**src/rtl/do_pkg.sv**
```systemverilog
package do_pkg;

	////////////////////////////////////////////////////////////
	// Sizes
	////////////////////////////////////////////////////////////

	// Six banks of four single ended outputs
	localparam int NUM_BANKS = 6;
	localparam int CH_PER_BANK = 4;
	// Each state word holds the levels of two banks
	localparam int STATE_WORDS = NUM_BANKS / 2;
	localparam int FUNCT_W = 4;
	localparam int MODE_W = 2;
	// Register write bus
	localparam int ADDR_W = 8;
	localparam int DATA_W = 16;
	// PWM period and duty, loaded as two half words each
	localparam int PWM_W = 32;
	// Rail gap lasts 2^exp + 2 xclk cycles
	localparam int RAIL_DELAY_EXP_DEFAULT = 16;

	////////////////////////////////////////////////////////////
	// Address map
	////////////////////////////////////////////////////////////

	// Bank n sits at base + n
	localparam logic [ADDR_W-1:0] ADDR_BANK_FUNCT_BASE = 8'h10;
	localparam logic [ADDR_W-1:0] ADDR_BANK_MODE_BASE = 8'h20;
	localparam logic [ADDR_W-1:0] ADDR_BANK_RAILS_BASE = 8'h30;
	// Word k carries bank 2k in bits 3:0, bank 2k+1 in bits 7:4
	localparam logic [ADDR_W-1:0] ADDR_BANK_STATE_BASE = 8'h40;
	localparam logic [ADDR_W-1:0] ADDR_PWM_PERIOD_LS = 8'h50;
	localparam logic [ADDR_W-1:0] ADDR_PWM_PERIOD_MS = 8'h51;
	localparam logic [ADDR_W-1:0] ADDR_PWM_DUTY_LS = 8'h52;
	localparam logic [ADDR_W-1:0] ADDR_PWM_DUTY_MS = 8'h53;

	// Function codes, anything else drives a low signal
	localparam logic [FUNCT_W-1:0] FUNCT_LEVEL = 4'd0;
	localparam logic [FUNCT_W-1:0] FUNCT_PWM = 4'd10;

	// Drive modes
	localparam logic [MODE_W-1:0] MODE_PUSH_PULL = 2'd0;
	localparam logic [MODE_W-1:0] MODE_OPEN_COLLECTOR = 2'd1;
	localparam logic [MODE_W-1:0] MODE_OPEN_EMITTER = 2'd2;
	localparam logic [MODE_W-1:0] MODE_DISABLED = 2'd3;

	////////////////////////////////////////////////////////////
	// Types
	////////////////////////////////////////////////////////////

	// Rail choice 0 or 1 picks a rail, 2 or 3 means none
	typedef struct packed {
		logic [1:0] neg;
		logic [1:0] pos;
	} rail_sel_t;

	// Switch drive, index is the rail number
	// 1 opens the switch since the board inverts these lines
	typedef struct packed {
		logic [1:0] neg;
		logic [1:0] pos;
	} rail_switch_t;

	typedef struct packed {
		logic [CH_PER_BANK-1:0][FUNCT_W-1:0] funct;
		logic [CH_PER_BANK-1:0][MODE_W-1:0] mode;
		logic [CH_PER_BANK-1:0] level;
	} bank_cfg_t;

	typedef struct packed {
		logic [PWM_W-1:0] period;
		logic [PWM_W-1:0] duty;
	} pwm_cfg_t;

	// Upper and lower output transistor drive
	typedef struct packed {
		logic [CH_PER_BANK-1:0] top;
		logic [CH_PER_BANK-1:0] bottom;
	} bank_drive_t;

	// Reset values
	localparam logic [CH_PER_BANK*FUNCT_W-1:0] FUNCT_RESET = '0;
	localparam logic [CH_PER_BANK*MODE_W-1:0] MODE_RESET = {CH_PER_BANK{MODE_DISABLED}};
	localparam logic [CH_PER_BANK-1:0] STATE_RESET = '0;
	// No positive and no negative rail
	localparam rail_sel_t RAILS_RESET = '1;
	localparam rail_switch_t RAILS_ALL_OPEN = '1;
	localparam logic [PWM_W-1:0] PWM_PERIOD_RESET = '1;
	localparam logic [PWM_W-1:0] PWM_DUTY_RESET = 32'h7FFF_FFFF;

endpackage

```
**src/rtl/do_bus_regs.sv**
```systemverilog
`timescale 1ns/10ps

module do_bus_regs
(
	input logic xclk,
	input logic reset,
	input logic write_qualified,
	input logic [do_pkg::ADDR_W-1:0] ab,
	input logic [do_pkg::DATA_W-1:0] db_in,
	input logic [do_pkg::NUM_BANKS-1:0] rail_ack,
	output do_pkg::bank_cfg_t [do_pkg::NUM_BANKS-1:0] bank_cfg,
	output do_pkg::rail_sel_t [do_pkg::NUM_BANKS-1:0] rail_sel,
	output logic [do_pkg::NUM_BANKS-1:0] rail_start,
	output do_pkg::pwm_cfg_t pwm_cfg,
	output logic pwm_restart_n
);
	import do_pkg::*;

	// Qualified address hits, one per register
	logic [NUM_BANKS-1:0] funct_hit;
	logic [NUM_BANKS-1:0] mode_hit;
	logic [NUM_BANKS-1:0] rails_hit;
	logic [STATE_WORDS-1:0] state_hit;
	// Period LS, period MS, duty LS, duty MS
	logic [3:0] pwm_hit;

	////////////////////////////////////////////////////////////
	// Address decode
	////////////////////////////////////////////////////////////

	always_comb
	begin
		for (int b = 0; b < NUM_BANKS; b++)
		begin
			funct_hit[b] = write_qualified && (ab == ADDR_BANK_FUNCT_BASE + ADDR_W'(b));
			mode_hit[b] = write_qualified && (ab == ADDR_BANK_MODE_BASE + ADDR_W'(b));
			rails_hit[b] = write_qualified && (ab == ADDR_BANK_RAILS_BASE + ADDR_W'(b));
		end
		for (int k = 0; k < STATE_WORDS; k++)
		begin
			state_hit[k] = write_qualified && (ab == ADDR_BANK_STATE_BASE + ADDR_W'(k));
		end
		pwm_hit[0] = write_qualified && (ab == ADDR_PWM_PERIOD_LS);
		pwm_hit[1] = write_qualified && (ab == ADDR_PWM_PERIOD_MS);
		pwm_hit[2] = write_qualified && (ab == ADDR_PWM_DUTY_LS);
		pwm_hit[3] = write_qualified && (ab == ADDR_PWM_DUTY_MS);
	end

	////////////////////////////////////////////////////////////
	// Bank configuration
	////////////////////////////////////////////////////////////

	always_ff @(posedge xclk or negedge reset)
	begin
		if (!reset)
		begin
			for (int b = 0; b < NUM_BANKS; b++)
			begin
				bank_cfg[b].funct <= FUNCT_RESET;
				bank_cfg[b].mode <= MODE_RESET;
				bank_cfg[b].level <= STATE_RESET;
			end
		end
		else
		begin
			for (int b = 0; b < NUM_BANKS; b++)
			begin
				// Four codes per word, output 1 in the low nibble
				if (funct_hit[b])
					bank_cfg[b].funct <= db_in[CH_PER_BANK*FUNCT_W-1:0];
				if (mode_hit[b])
					bank_cfg[b].mode <= db_in[CH_PER_BANK*MODE_W-1:0];
			end
			// One state word sets the levels of an even and an odd bank
			for (int k = 0; k < STATE_WORDS; k++)
			begin
				if (state_hit[k])
				begin
					bank_cfg[2*k].level <= db_in[CH_PER_BANK-1:0];
					bank_cfg[2*k+1].level <= db_in[2*CH_PER_BANK-1:CH_PER_BANK];
				end
			end
		end
	end

	// Rail selection and start flags
	// Flag is raised by the write, dropped once the sequencer acks
	always_ff @(posedge xclk or negedge reset)
	begin
		if (!reset)
		begin
			rail_sel <= {NUM_BANKS{RAILS_RESET}};
			rail_start <= '0;
		end
		else
		begin
			for (int b = 0; b < NUM_BANKS; b++)
			begin
				if (rails_hit[b])
				begin
					rail_sel[b] <= rail_sel_t'(db_in[3:0]);
					rail_start[b] <= 1'b1;
				end
				else if (rail_ack[b])
					rail_start[b] <= 1'b0;
			end
		end
	end

	// PWM half words
	// Any of them restarts the counter one cycle later
	always_ff @(posedge xclk or negedge reset)
	begin
		if (!reset)
		begin
			pwm_cfg.period <= PWM_PERIOD_RESET;
			pwm_cfg.duty <= PWM_DUTY_RESET;
			pwm_restart_n <= 1'b1;
		end
		else
		begin
			if (pwm_hit[0])
				pwm_cfg.period[DATA_W-1:0] <= db_in;
			if (pwm_hit[1])
				pwm_cfg.period[PWM_W-1:DATA_W] <= db_in;
			if (pwm_hit[2])
				pwm_cfg.duty[DATA_W-1:0] <= db_in;
			if (pwm_hit[3])
				pwm_cfg.duty[PWM_W-1:DATA_W] <= db_in;
			pwm_restart_n <= ~|pwm_hit;
		end
	end

endmodule

```
**src/rtl/rail_sequencer.sv**
```systemverilog
`timescale 1ns/10ps

module rail_sequencer
#(
	parameter int RAIL_DELAY_EXP = do_pkg::RAIL_DELAY_EXP_DEFAULT
)
(
	input logic xclk,
	input logic reset,
	input logic rail_start,
	input do_pkg::rail_sel_t rail_sel,
	output logic rail_ack,
	output do_pkg::rail_switch_t do_rails
);
	import do_pkg::*;

	// Idle, all switches open, dead time
	typedef enum logic [1:0] {ST_IDLE, ST_OPEN, ST_WAIT} seq_state_t;

	seq_state_t state;
	logic [RAIL_DELAY_EXP-1:0] delay_cnt;
	// Switch pattern for the requested rails
	rail_switch_t rails_target;

	// Close only the chosen switch on each side
	// Choice bit 1 set means no rail on that side
	always_comb
	begin
		rails_target = RAILS_ALL_OPEN;
		if (!rail_sel.pos[1])
			rails_target.pos[rail_sel.pos[0]] = 1'b0;
		if (!rail_sel.neg[1])
			rails_target.neg[rail_sel.neg[0]] = 1'b0;
	end

	always_ff @(posedge xclk or negedge reset)
	begin
		if (!reset)
		begin
			state <= ST_IDLE;
			delay_cnt <= '0;
			do_rails <= RAILS_ALL_OPEN;
		end
		else
		begin
			case (state)
				ST_IDLE:
				begin
					// Break first
					if (rail_start)
					begin
						do_rails <= RAILS_ALL_OPEN;
						state <= ST_OPEN;
					end
				end
				ST_OPEN:
				begin
					delay_cnt <= '0;
					state <= ST_WAIT;
				end
				ST_WAIT:
				begin
					// A new request starts the gap over
					if (rail_start)
						state <= ST_OPEN;
					else if (&delay_cnt)
					begin
						// Then make
						do_rails <= rails_target;
						state <= ST_IDLE;
					end
					else
						delay_cnt <= delay_cnt + 1'b1;
				end
				default:
					state <= ST_IDLE;
			endcase
		end
	end

	// One cycle ack while everything is open
	assign rail_ack = (state == ST_OPEN);

endmodule

```
**src/rtl/pwm_gen.sv**
```systemverilog
`timescale 1ns/10ps

module pwm_gen
(
	input logic xclk,
	input logic reset,
	input logic pwm_restart_n,
	input do_pkg::pwm_cfg_t pwm_cfg,
	output logic pwm_out
);
	import do_pkg::*;

	// Cycle position inside the period
	logic [PWM_W-1:0] count;
	logic [PWM_W-1:0] count_inc;
	logic [PWM_W-1:0] count_next;

	assign count_inc = count + 1'b1;

	// Wrap at the period, or restart after a PWM register write
	// Period of zero holds the count at zero
	always_comb
	begin
		if (!pwm_restart_n || (count_inc >= pwm_cfg.period))
			count_next = '0;
		else
			count_next = count_inc;
	end

	// High while the count is below the duty
	// Duty at or above the period keeps it high, zero keeps it low
	// Output is registered so the switches see no compare glitches
	always_ff @(posedge xclk or negedge reset)
	begin
		if (!reset)
		begin
			count <= '0;
			pwm_out <= 1'b1;
		end
		else
		begin
			count <= count_next;
			pwm_out <= (count_next < pwm_cfg.duty);
		end
	end

endmodule

```
**src/rtl/output_bank.sv**
```systemverilog
`timescale 1ns/10ps

module output_bank
(
	input do_pkg::bank_cfg_t bank_cfg,
	input logic pwm_out,
	output do_pkg::bank_drive_t drive
);
	import do_pkg::*;

	// Selected signal for each output
	logic [CH_PER_BANK-1:0] sel_sig;

	// Function select
	// Encoder and Hall codes are gone, they fall to low with the spares
	always_comb
	begin
		for (int c = 0; c < CH_PER_BANK; c++)
		begin
			case (bank_cfg.funct[c])
				FUNCT_LEVEL:
					sel_sig[c] = bank_cfg.level[c];
				FUNCT_PWM:
					sel_sig[c] = pwm_out;
				default:
					sel_sig[c] = 1'b0;
			endcase
		end
	end

	// Drive mode onto the top and bottom switches
	always_comb
	begin
		for (int c = 0; c < CH_PER_BANK; c++)
		begin
			case (bank_cfg.mode[c])
				MODE_PUSH_PULL:
				begin
					drive.top[c] = sel_sig[c];
					drive.bottom[c] = ~sel_sig[c];
				end
				// Sink only
				MODE_OPEN_COLLECTOR:
				begin
					drive.top[c] = 1'b0;
					drive.bottom[c] = ~sel_sig[c];
				end
				// Source only
				MODE_OPEN_EMITTER:
				begin
					drive.top[c] = sel_sig[c];
					drive.bottom[c] = 1'b0;
				end
				// Disabled, both switches off
				default:
				begin
					drive.top[c] = 1'b0;
					drive.bottom[c] = 1'b0;
				end
			endcase
		end
	end

endmodule

```
**src/rtl/do_apps.sv**
```systemverilog
`timescale 1ns/10ps

module do_apps
#(
	parameter int RAIL_DELAY_EXP = do_pkg::RAIL_DELAY_EXP_DEFAULT
)
(
	input logic xclk,
	input logic reset,
	input logic write_qualified,
	input logic [do_pkg::ADDR_W-1:0] ab,
	input logic [do_pkg::DATA_W-1:0] db_in,
	output do_pkg::rail_switch_t [do_pkg::NUM_BANKS-1:0] do_rails,
	output do_pkg::bank_drive_t [do_pkg::NUM_BANKS-1:0] dig_out
);
	import do_pkg::*;

	bank_cfg_t [NUM_BANKS-1:0] bank_cfg;
	rail_sel_t [NUM_BANKS-1:0] rail_sel;
	// Start and ack handshake per bank
	logic [NUM_BANKS-1:0] rail_start;
	logic [NUM_BANKS-1:0] rail_ack;
	pwm_cfg_t pwm_cfg;
	logic pwm_restart_n;
	// Shared by every output set to code 10
	logic pwm_out;

	////////////////////////////////////////////////////////////
	// Registers and PWM
	////////////////////////////////////////////////////////////

	do_bus_regs u_regs
	(
		.xclk(xclk),
		.reset(reset),
		.write_qualified(write_qualified),
		.ab(ab),
		.db_in(db_in),
		.rail_ack(rail_ack),
		.bank_cfg(bank_cfg),
		.rail_sel(rail_sel),
		.rail_start(rail_start),
		.pwm_cfg(pwm_cfg),
		.pwm_restart_n(pwm_restart_n)
	);

	pwm_gen u_pwm
	(
		.xclk(xclk),
		.reset(reset),
		.pwm_restart_n(pwm_restart_n),
		.pwm_cfg(pwm_cfg),
		.pwm_out(pwm_out)
	);

	// One rail sequencer and one output bank per bank
	generate
		for (genvar b = 0; b < NUM_BANKS; b++)
		begin : g_bank
			rail_sequencer #(.RAIL_DELAY_EXP(RAIL_DELAY_EXP)) u_rails
			(
				.xclk(xclk),
				.reset(reset),
				.rail_start(rail_start[b]),
				.rail_sel(rail_sel[b]),
				.rail_ack(rail_ack[b]),
				.do_rails(do_rails[b])
			);

			output_bank u_out
			(
				.bank_cfg(bank_cfg[b]),
				.pwm_out(pwm_out),
				.drive(dig_out[b])
			);
		end
	endgenerate

endmodule

```
**config.mk**
```make
export PLATFORM = sky130hd
export DESIGN_NAME = do_apps
export DESIGN_NICKNAME = d
export VERILOG_FILES = /design/src/rtl/do_pkg.sv /design/src/rtl/do_bus_regs.sv /design/src/rtl/rail_sequencer.sv /design/src/rtl/pwm_gen.sv /design/src/rtl/output_bank.sv /design/src/rtl/do_apps.sv
export SDC_FILE = /design/constraint.sdc
export NUM_CORES = 1
export LEC_CHECK = 0
export ABC_AREA = 1
export BUFFER_PORTS_ARGS = -buffer_cell sky130_fd_sc_hd__buf_4
export CAP_MARGIN = 20
export CORE_ASPECT_RATIO = 1.1
export CORE_MARGIN = 3
export CORE_UTILIZATION = 67
export CTS_CLUSTER_SIZE = 28
export DETAILED_ROUTE_END_ITERATION = 10
export PLACE_DENSITY = 0.92
export SYNTH_ARGS = -nofsm -noshare
export SYNTH_HDL_FRONTEND = slang
export SYNTH_HIERARCHICAL = 1
export SYNTH_SLANG_ARGS = --single-unit
export TNS_END_PERCENT = 100
```
**constraint.sdc**
```tcl
create_clock -name xclk -period 6.7 [get_ports xclk]
set_input_delay 0.335 -clock xclk [delete_from_list [all_inputs] [get_ports xclk]]
set_output_delay 0.335 -clock xclk [all_outputs]
set_load 0.02 [all_outputs]
```
==> impl.org <==
** Status
- Run status :: finished, final reports clean

** Worst setup path
- The number of cells on the worst reg-to-reg path is 23.
- Crit end category :: flop
- Worst flop-to-flop path startpoint :: u_pwm/count[0]
- Startpoint kind of the worst setup timing path :: flop
- End of the worst register-to-register path :: u_pwm/pwm_out
- Along the worst path, the maximum fanout reaches 31.
- Worst path arrival time :: 5.57 ns
- The critical path in this run is classified as reg2reg.
- Worst path required time :: 7.17 ns
- In this run the register-to-register setup slack is 1.61 ns.

** Drt
- Using the TritonRoute via totals, the vias-per-cell ratio works out to 5.77.
- The final layout contains routed wiring with a total length of 58.5 mm.
- The first detailed-routing pass ran for 7 iterations.
- The detailed router placed 20400 vias in this run.
- The detail route stage leaves a number of antenna-violating nets equal to 0.
- In the routed design, unresolved DRC markers number 0.
- In the final routed layout, each cell accounts on average for 16.5 um.
- Iter 0 DRT Violations :: 2083

** Layout
- In the final layout, the share of cells above drive strength 1 is 16.1%.
- Ant. Diodes :: 0
- The finished layout holds 3535 standard cells, fillers aside.
- Relative to the synthesized area, the layout overhead comes to 10.7%.
- Final-layout fill cell count :: 2238
- Nets@finish :: 3166
- Once layout is complete, the utilization of the core stands at 76.0%.

** Synthesis
- In the synthesized netlist, the number of instances is 2993.
- The Yosys step of the flow raised 6 warnings.
- In this run the mean area of a mapped cell was 7.72 um2.
- Counting flops with a built-in enable in the synthesized netlist gives 0.
- In this run the cell area of the synthesized design comes to 23100 um2.
- Post-synth top area share :: 28.9%
- Sorting the synthesized cells by area gives the leading types as dfrtp_1, dfstp_2, nand2_1.
- The synthesized design spends more area on one cell type than any other, namely dfrtp_1.
- Number of unique standard cell types used by synthesis :: 43
- Seq/Total Area, Yosys :: 47.2%
- Most instantiated library cell after synthesis :: nand2_1
- Post-synth net total :: 3090
- Async set or reset register ratio after synthesis :: 100%
- Commonest cells in the netlist :: nand2_1, inv_1, nand3_1, dfrtp_1, nor2_1
- Flops & latches, synth :: 428
- Prevailing post-synth register cell :: dfrtp_1

** STA
- The number of hold-slack violations in the final timing report is 0.
- Setup repair after global routing left no endpoint under its margin.
- Number of max-slew violations in the final report :: 0
- Worst path setup slack after routing :: 1.61 ns
- Slew at the pin closest to its max-slew limit :: 1.07 ns
- Relative slew slack :: 28.3%
- Across the routed clock network, the largest skew measured is 0.00941 ns.
- Final TNS setup :: 0 ns
- For the finished layout, the period the worst path requires is 5.09 ns.
- Setup violations remaining at the end of the flow were counted as 0.
- Final worst-path cycle share :: 76.0%
- Timing would allow up to 196 MHz.

** Pwr
- Combinational Power Share :: 23.2%
- Summed over all cells, the static leakage comes to 12.5 nW.
- In this run the power spent charging and discharging nets is 2.45 mW.
- Switching part of the total :: 33.0%
- The internal power of the cells totals 4.97 mW.
- Power per Cell Area :: 290 nW/um2
- Max IR drop VDD :: 0.000235 V
- The share of total power dissipated in the clock network is 33.5%.
- Sequential cells account for 43.3% of the total power.

** CTS
- CTS root buf :: clkbuf_16
- TritonCTS buffer count :: 43
- The H-tree was split into 2 levels.
- In this run the deepest clock path goes through 3 buffers.
- After clock tree synthesis, the clock-pin slew on the worst setup and hold paths is 0.06 ns.
- TritonCTS built the clock tree.
- The tree built by TritonCTS fans out to 428 sinks.
- Skew-Pair Late Insertion Delay :: 0.55 ns

** Floorplan
- Pin placement for this block handled 99 I/O pins.
- Row generation in the floorplan step produced 70 rows.
- Initial core utilization :: 68.7%
- The floorplan step defined a die boundary enclosing 36700 um2.
- Area of the core :: 33600 um2
- X dimension of the die :: 183 um
- Die Span Y :: 201 um

** Worst hold path
- Along the worst hold path, the cell count comes to 3.
- Type of the most critical hold path :: in2reg
- Source of the worst hold timing path :: db_in[14]
- Hold endpoint :: u_regs/bank_cfg[166]

** Placed design
- At the placement stage, the worst setup path has a slack of 1.68 ns.
- GPL Wtd Cong :: 0.934
- Including well taps, the total number of placed cells is 3453.
- HPWL after detailed placement :: 38.8 mm
- The count of buffers added on input and output ports is 98.

** Global routing
- The number of global-route vias before repair is 19800.
- Wire length of the first global-routing pass :: 96.9 mm
- Total track usage :: 31.8%
- Grt ovf :: 0
- Pin count of the biggest net entering global routing :: 184
- Initial antenna violation count :: 0

** Run
- Max-cap violations in this run came to 0.
==> critical path: stages, from the launching register on <==
cell and delay [ns]:
dfrtp_1 0.41, nand3_1 0.19, nor3_1 0.25, inv_1 0.09
nor4_1 0.51, nand4_1 0.21, xor2_1 0.24, inv_1 0.09
ha_1 0.30, a21oi_1 0.15, nor2_1 0.05, nor2_1 0.08
nand2_1 0.06, a21oi_1 0.15, nand2_1 0.64, nor3_1 0.55
ha_1 0.32, nand2_1 0.08, o21ai_0 0.12, nand3_1 0.10
a21oi_1 0.06, a211oi_1 0.17, nand2_1 0.10, a21oi_1 0.13
==> stage by stage <==
| stage | hold WS [ns] | cell area [um2] | total power [mW] |
|---|---|---|---|
| global route | 0.0163 | 25600 | 7.78 |
| CTS | 0.000784 | 25600 | 7.41 |
| finish | 0.0260 | 25600 | 7.41 |
| global placement | 0.388 | 24100 | 4.82 |
| floorplan | 0.0394 | 23100 | 4.36 |
| detailed placement | 0.392 | 24100 | 4.91 |
==> per-layer routing <==
metal  vias up  routed length (um)  track usage [%]  part of all wire [%]
li1       9592                   -                -                     -
met1      9670               22900             41.4                    39
met2       951               28100             52.1                    48
met3       191                4820             6.09                   8.2
met4         0                2710             13.7                   4.6
met5         -                   0                0                     0
==> timing repair <==
item / CTS / global route
hold buffers: 3 / 0
endpoints found under the hold margin: 41 / 0
gates resized for setup: 0 / 0
buffers inserted: 0 / 0
==> flip-flops by register name, indices dropped and copies added, names as in the netlist <==
register / count
u_pwm/pwm_out: 1
g_bank.u_rails/do_rails: 24
u_regs/rail_sel: 24
g_bank.u_rails/delay_cnt: 96
u_regs/pwm_cfg: 64
u_regs/bank_cfg: 168
u_regs/rail_start: 6
u_pwm/count: 32
u_regs/pwm_restart_n: 1
g_bank.u_rails/state: 12
==> placed cells by master (no fill, tap or decap), types with 6 or more instances in the layout <==
| master | count |
|---|---|
| nand2_1 | 1096 |
| o21ai_4 | 6 |
| o21ai_0 | 136 |
| dfstp_2 | 161 |
| buf_4 | 101 |
| nand3_1 | 290 |
| a21oi_1 | 45 |
| o21ai_1 | 9 |
| nand3_2 | 28 |
| xor2_1 | 26 |
| nand2_2 | 22 |
| xnor2_1 | 7 |
| ha_1 | 70 |
| nor3_1 | 15 |
| nand4_1 | 36 |
| clkbuf_1 | 11 |
| nor2_1 | 232 |
| inv_1 | 316 |
| o21bai_1 | 14 |
| a21o_1 | 8 |
| nor2_2 | 43 |
| clkbuf_16 | 48 |
| clkinv_1 | 6 |
| or2_2 | 7 |
| nor2_4 | 38 |
| clkbuf_8 | 12 |
| inv_2 | 9 |
| nor4_1 | 7 |
| o21ai_2 | 6 |
| dfrtp_1 | 267 |
==> worst max-delay path by stage <==
stage,start,endpoint,slack [ns],cells after the start
final,u_pwm/count[0],u_pwm/pwm_out,1.61,23
after global placement,u_pwm/count[3],u_pwm/pwm_out,1.96,26
after floorplan,u_pwm/count[3],u_pwm/pwm_out,2.85,27
after CTS,u_pwm/count[0],u_pwm/pwm_out,1.65,23
after global routing,u_pwm/count[0],u_pwm/pwm_out,0.98,23
after detailed placement,u_pwm/count[0],u_pwm/pwm_out,1.68,26
==> cell families (layout without fill, tap and decap cells) <==
| family | count (synthesis) | in the layout | synth area share (%) |
|---|---|---|---|
| AO/OA/AOI/OAI | 230 | 230 | 5.68 |
| XOR/XNOR | 34 | 34 | 1.32 |
| buffers and inverters | 406 | 516 | 7.00 |
| adder cells (fa/ha/maj) | 70 | 70 | 3.79 |
| AND/OR/NAND/NOR | 1825 | 1825 | 35.0 |
| flip-flops | 428 | 428 | 47.2 |
==> layout make-up <==
class / count / area [um2] / area share [%]
inverter: 331 / 1240 / 4.86
clock buffer: 71 / 1410 / 5.51
tap: 432 / 541 / 2.11
multi-input combinational: 2159 / 10600 / 41.3
sequential: 428 / 10900 / 42.7
clock inverter: 8 / 73.8 / 0.289
timing repair buffer: 106 / 823 / 3.22
==> power groups by stage <==
stage	Sequential [mW]	Clock (mW)	Combinational, mW
after floorplan	3.27	0	1.09
after global placement	3.22	0	1.60
after detailed placement	3.23	0	1.68
after CTS	3.20	2.51	1.71
after global routing	3.24	2.63	1.91
final	3.21	2.49	1.72
Power figures use the tool's default switching activity.
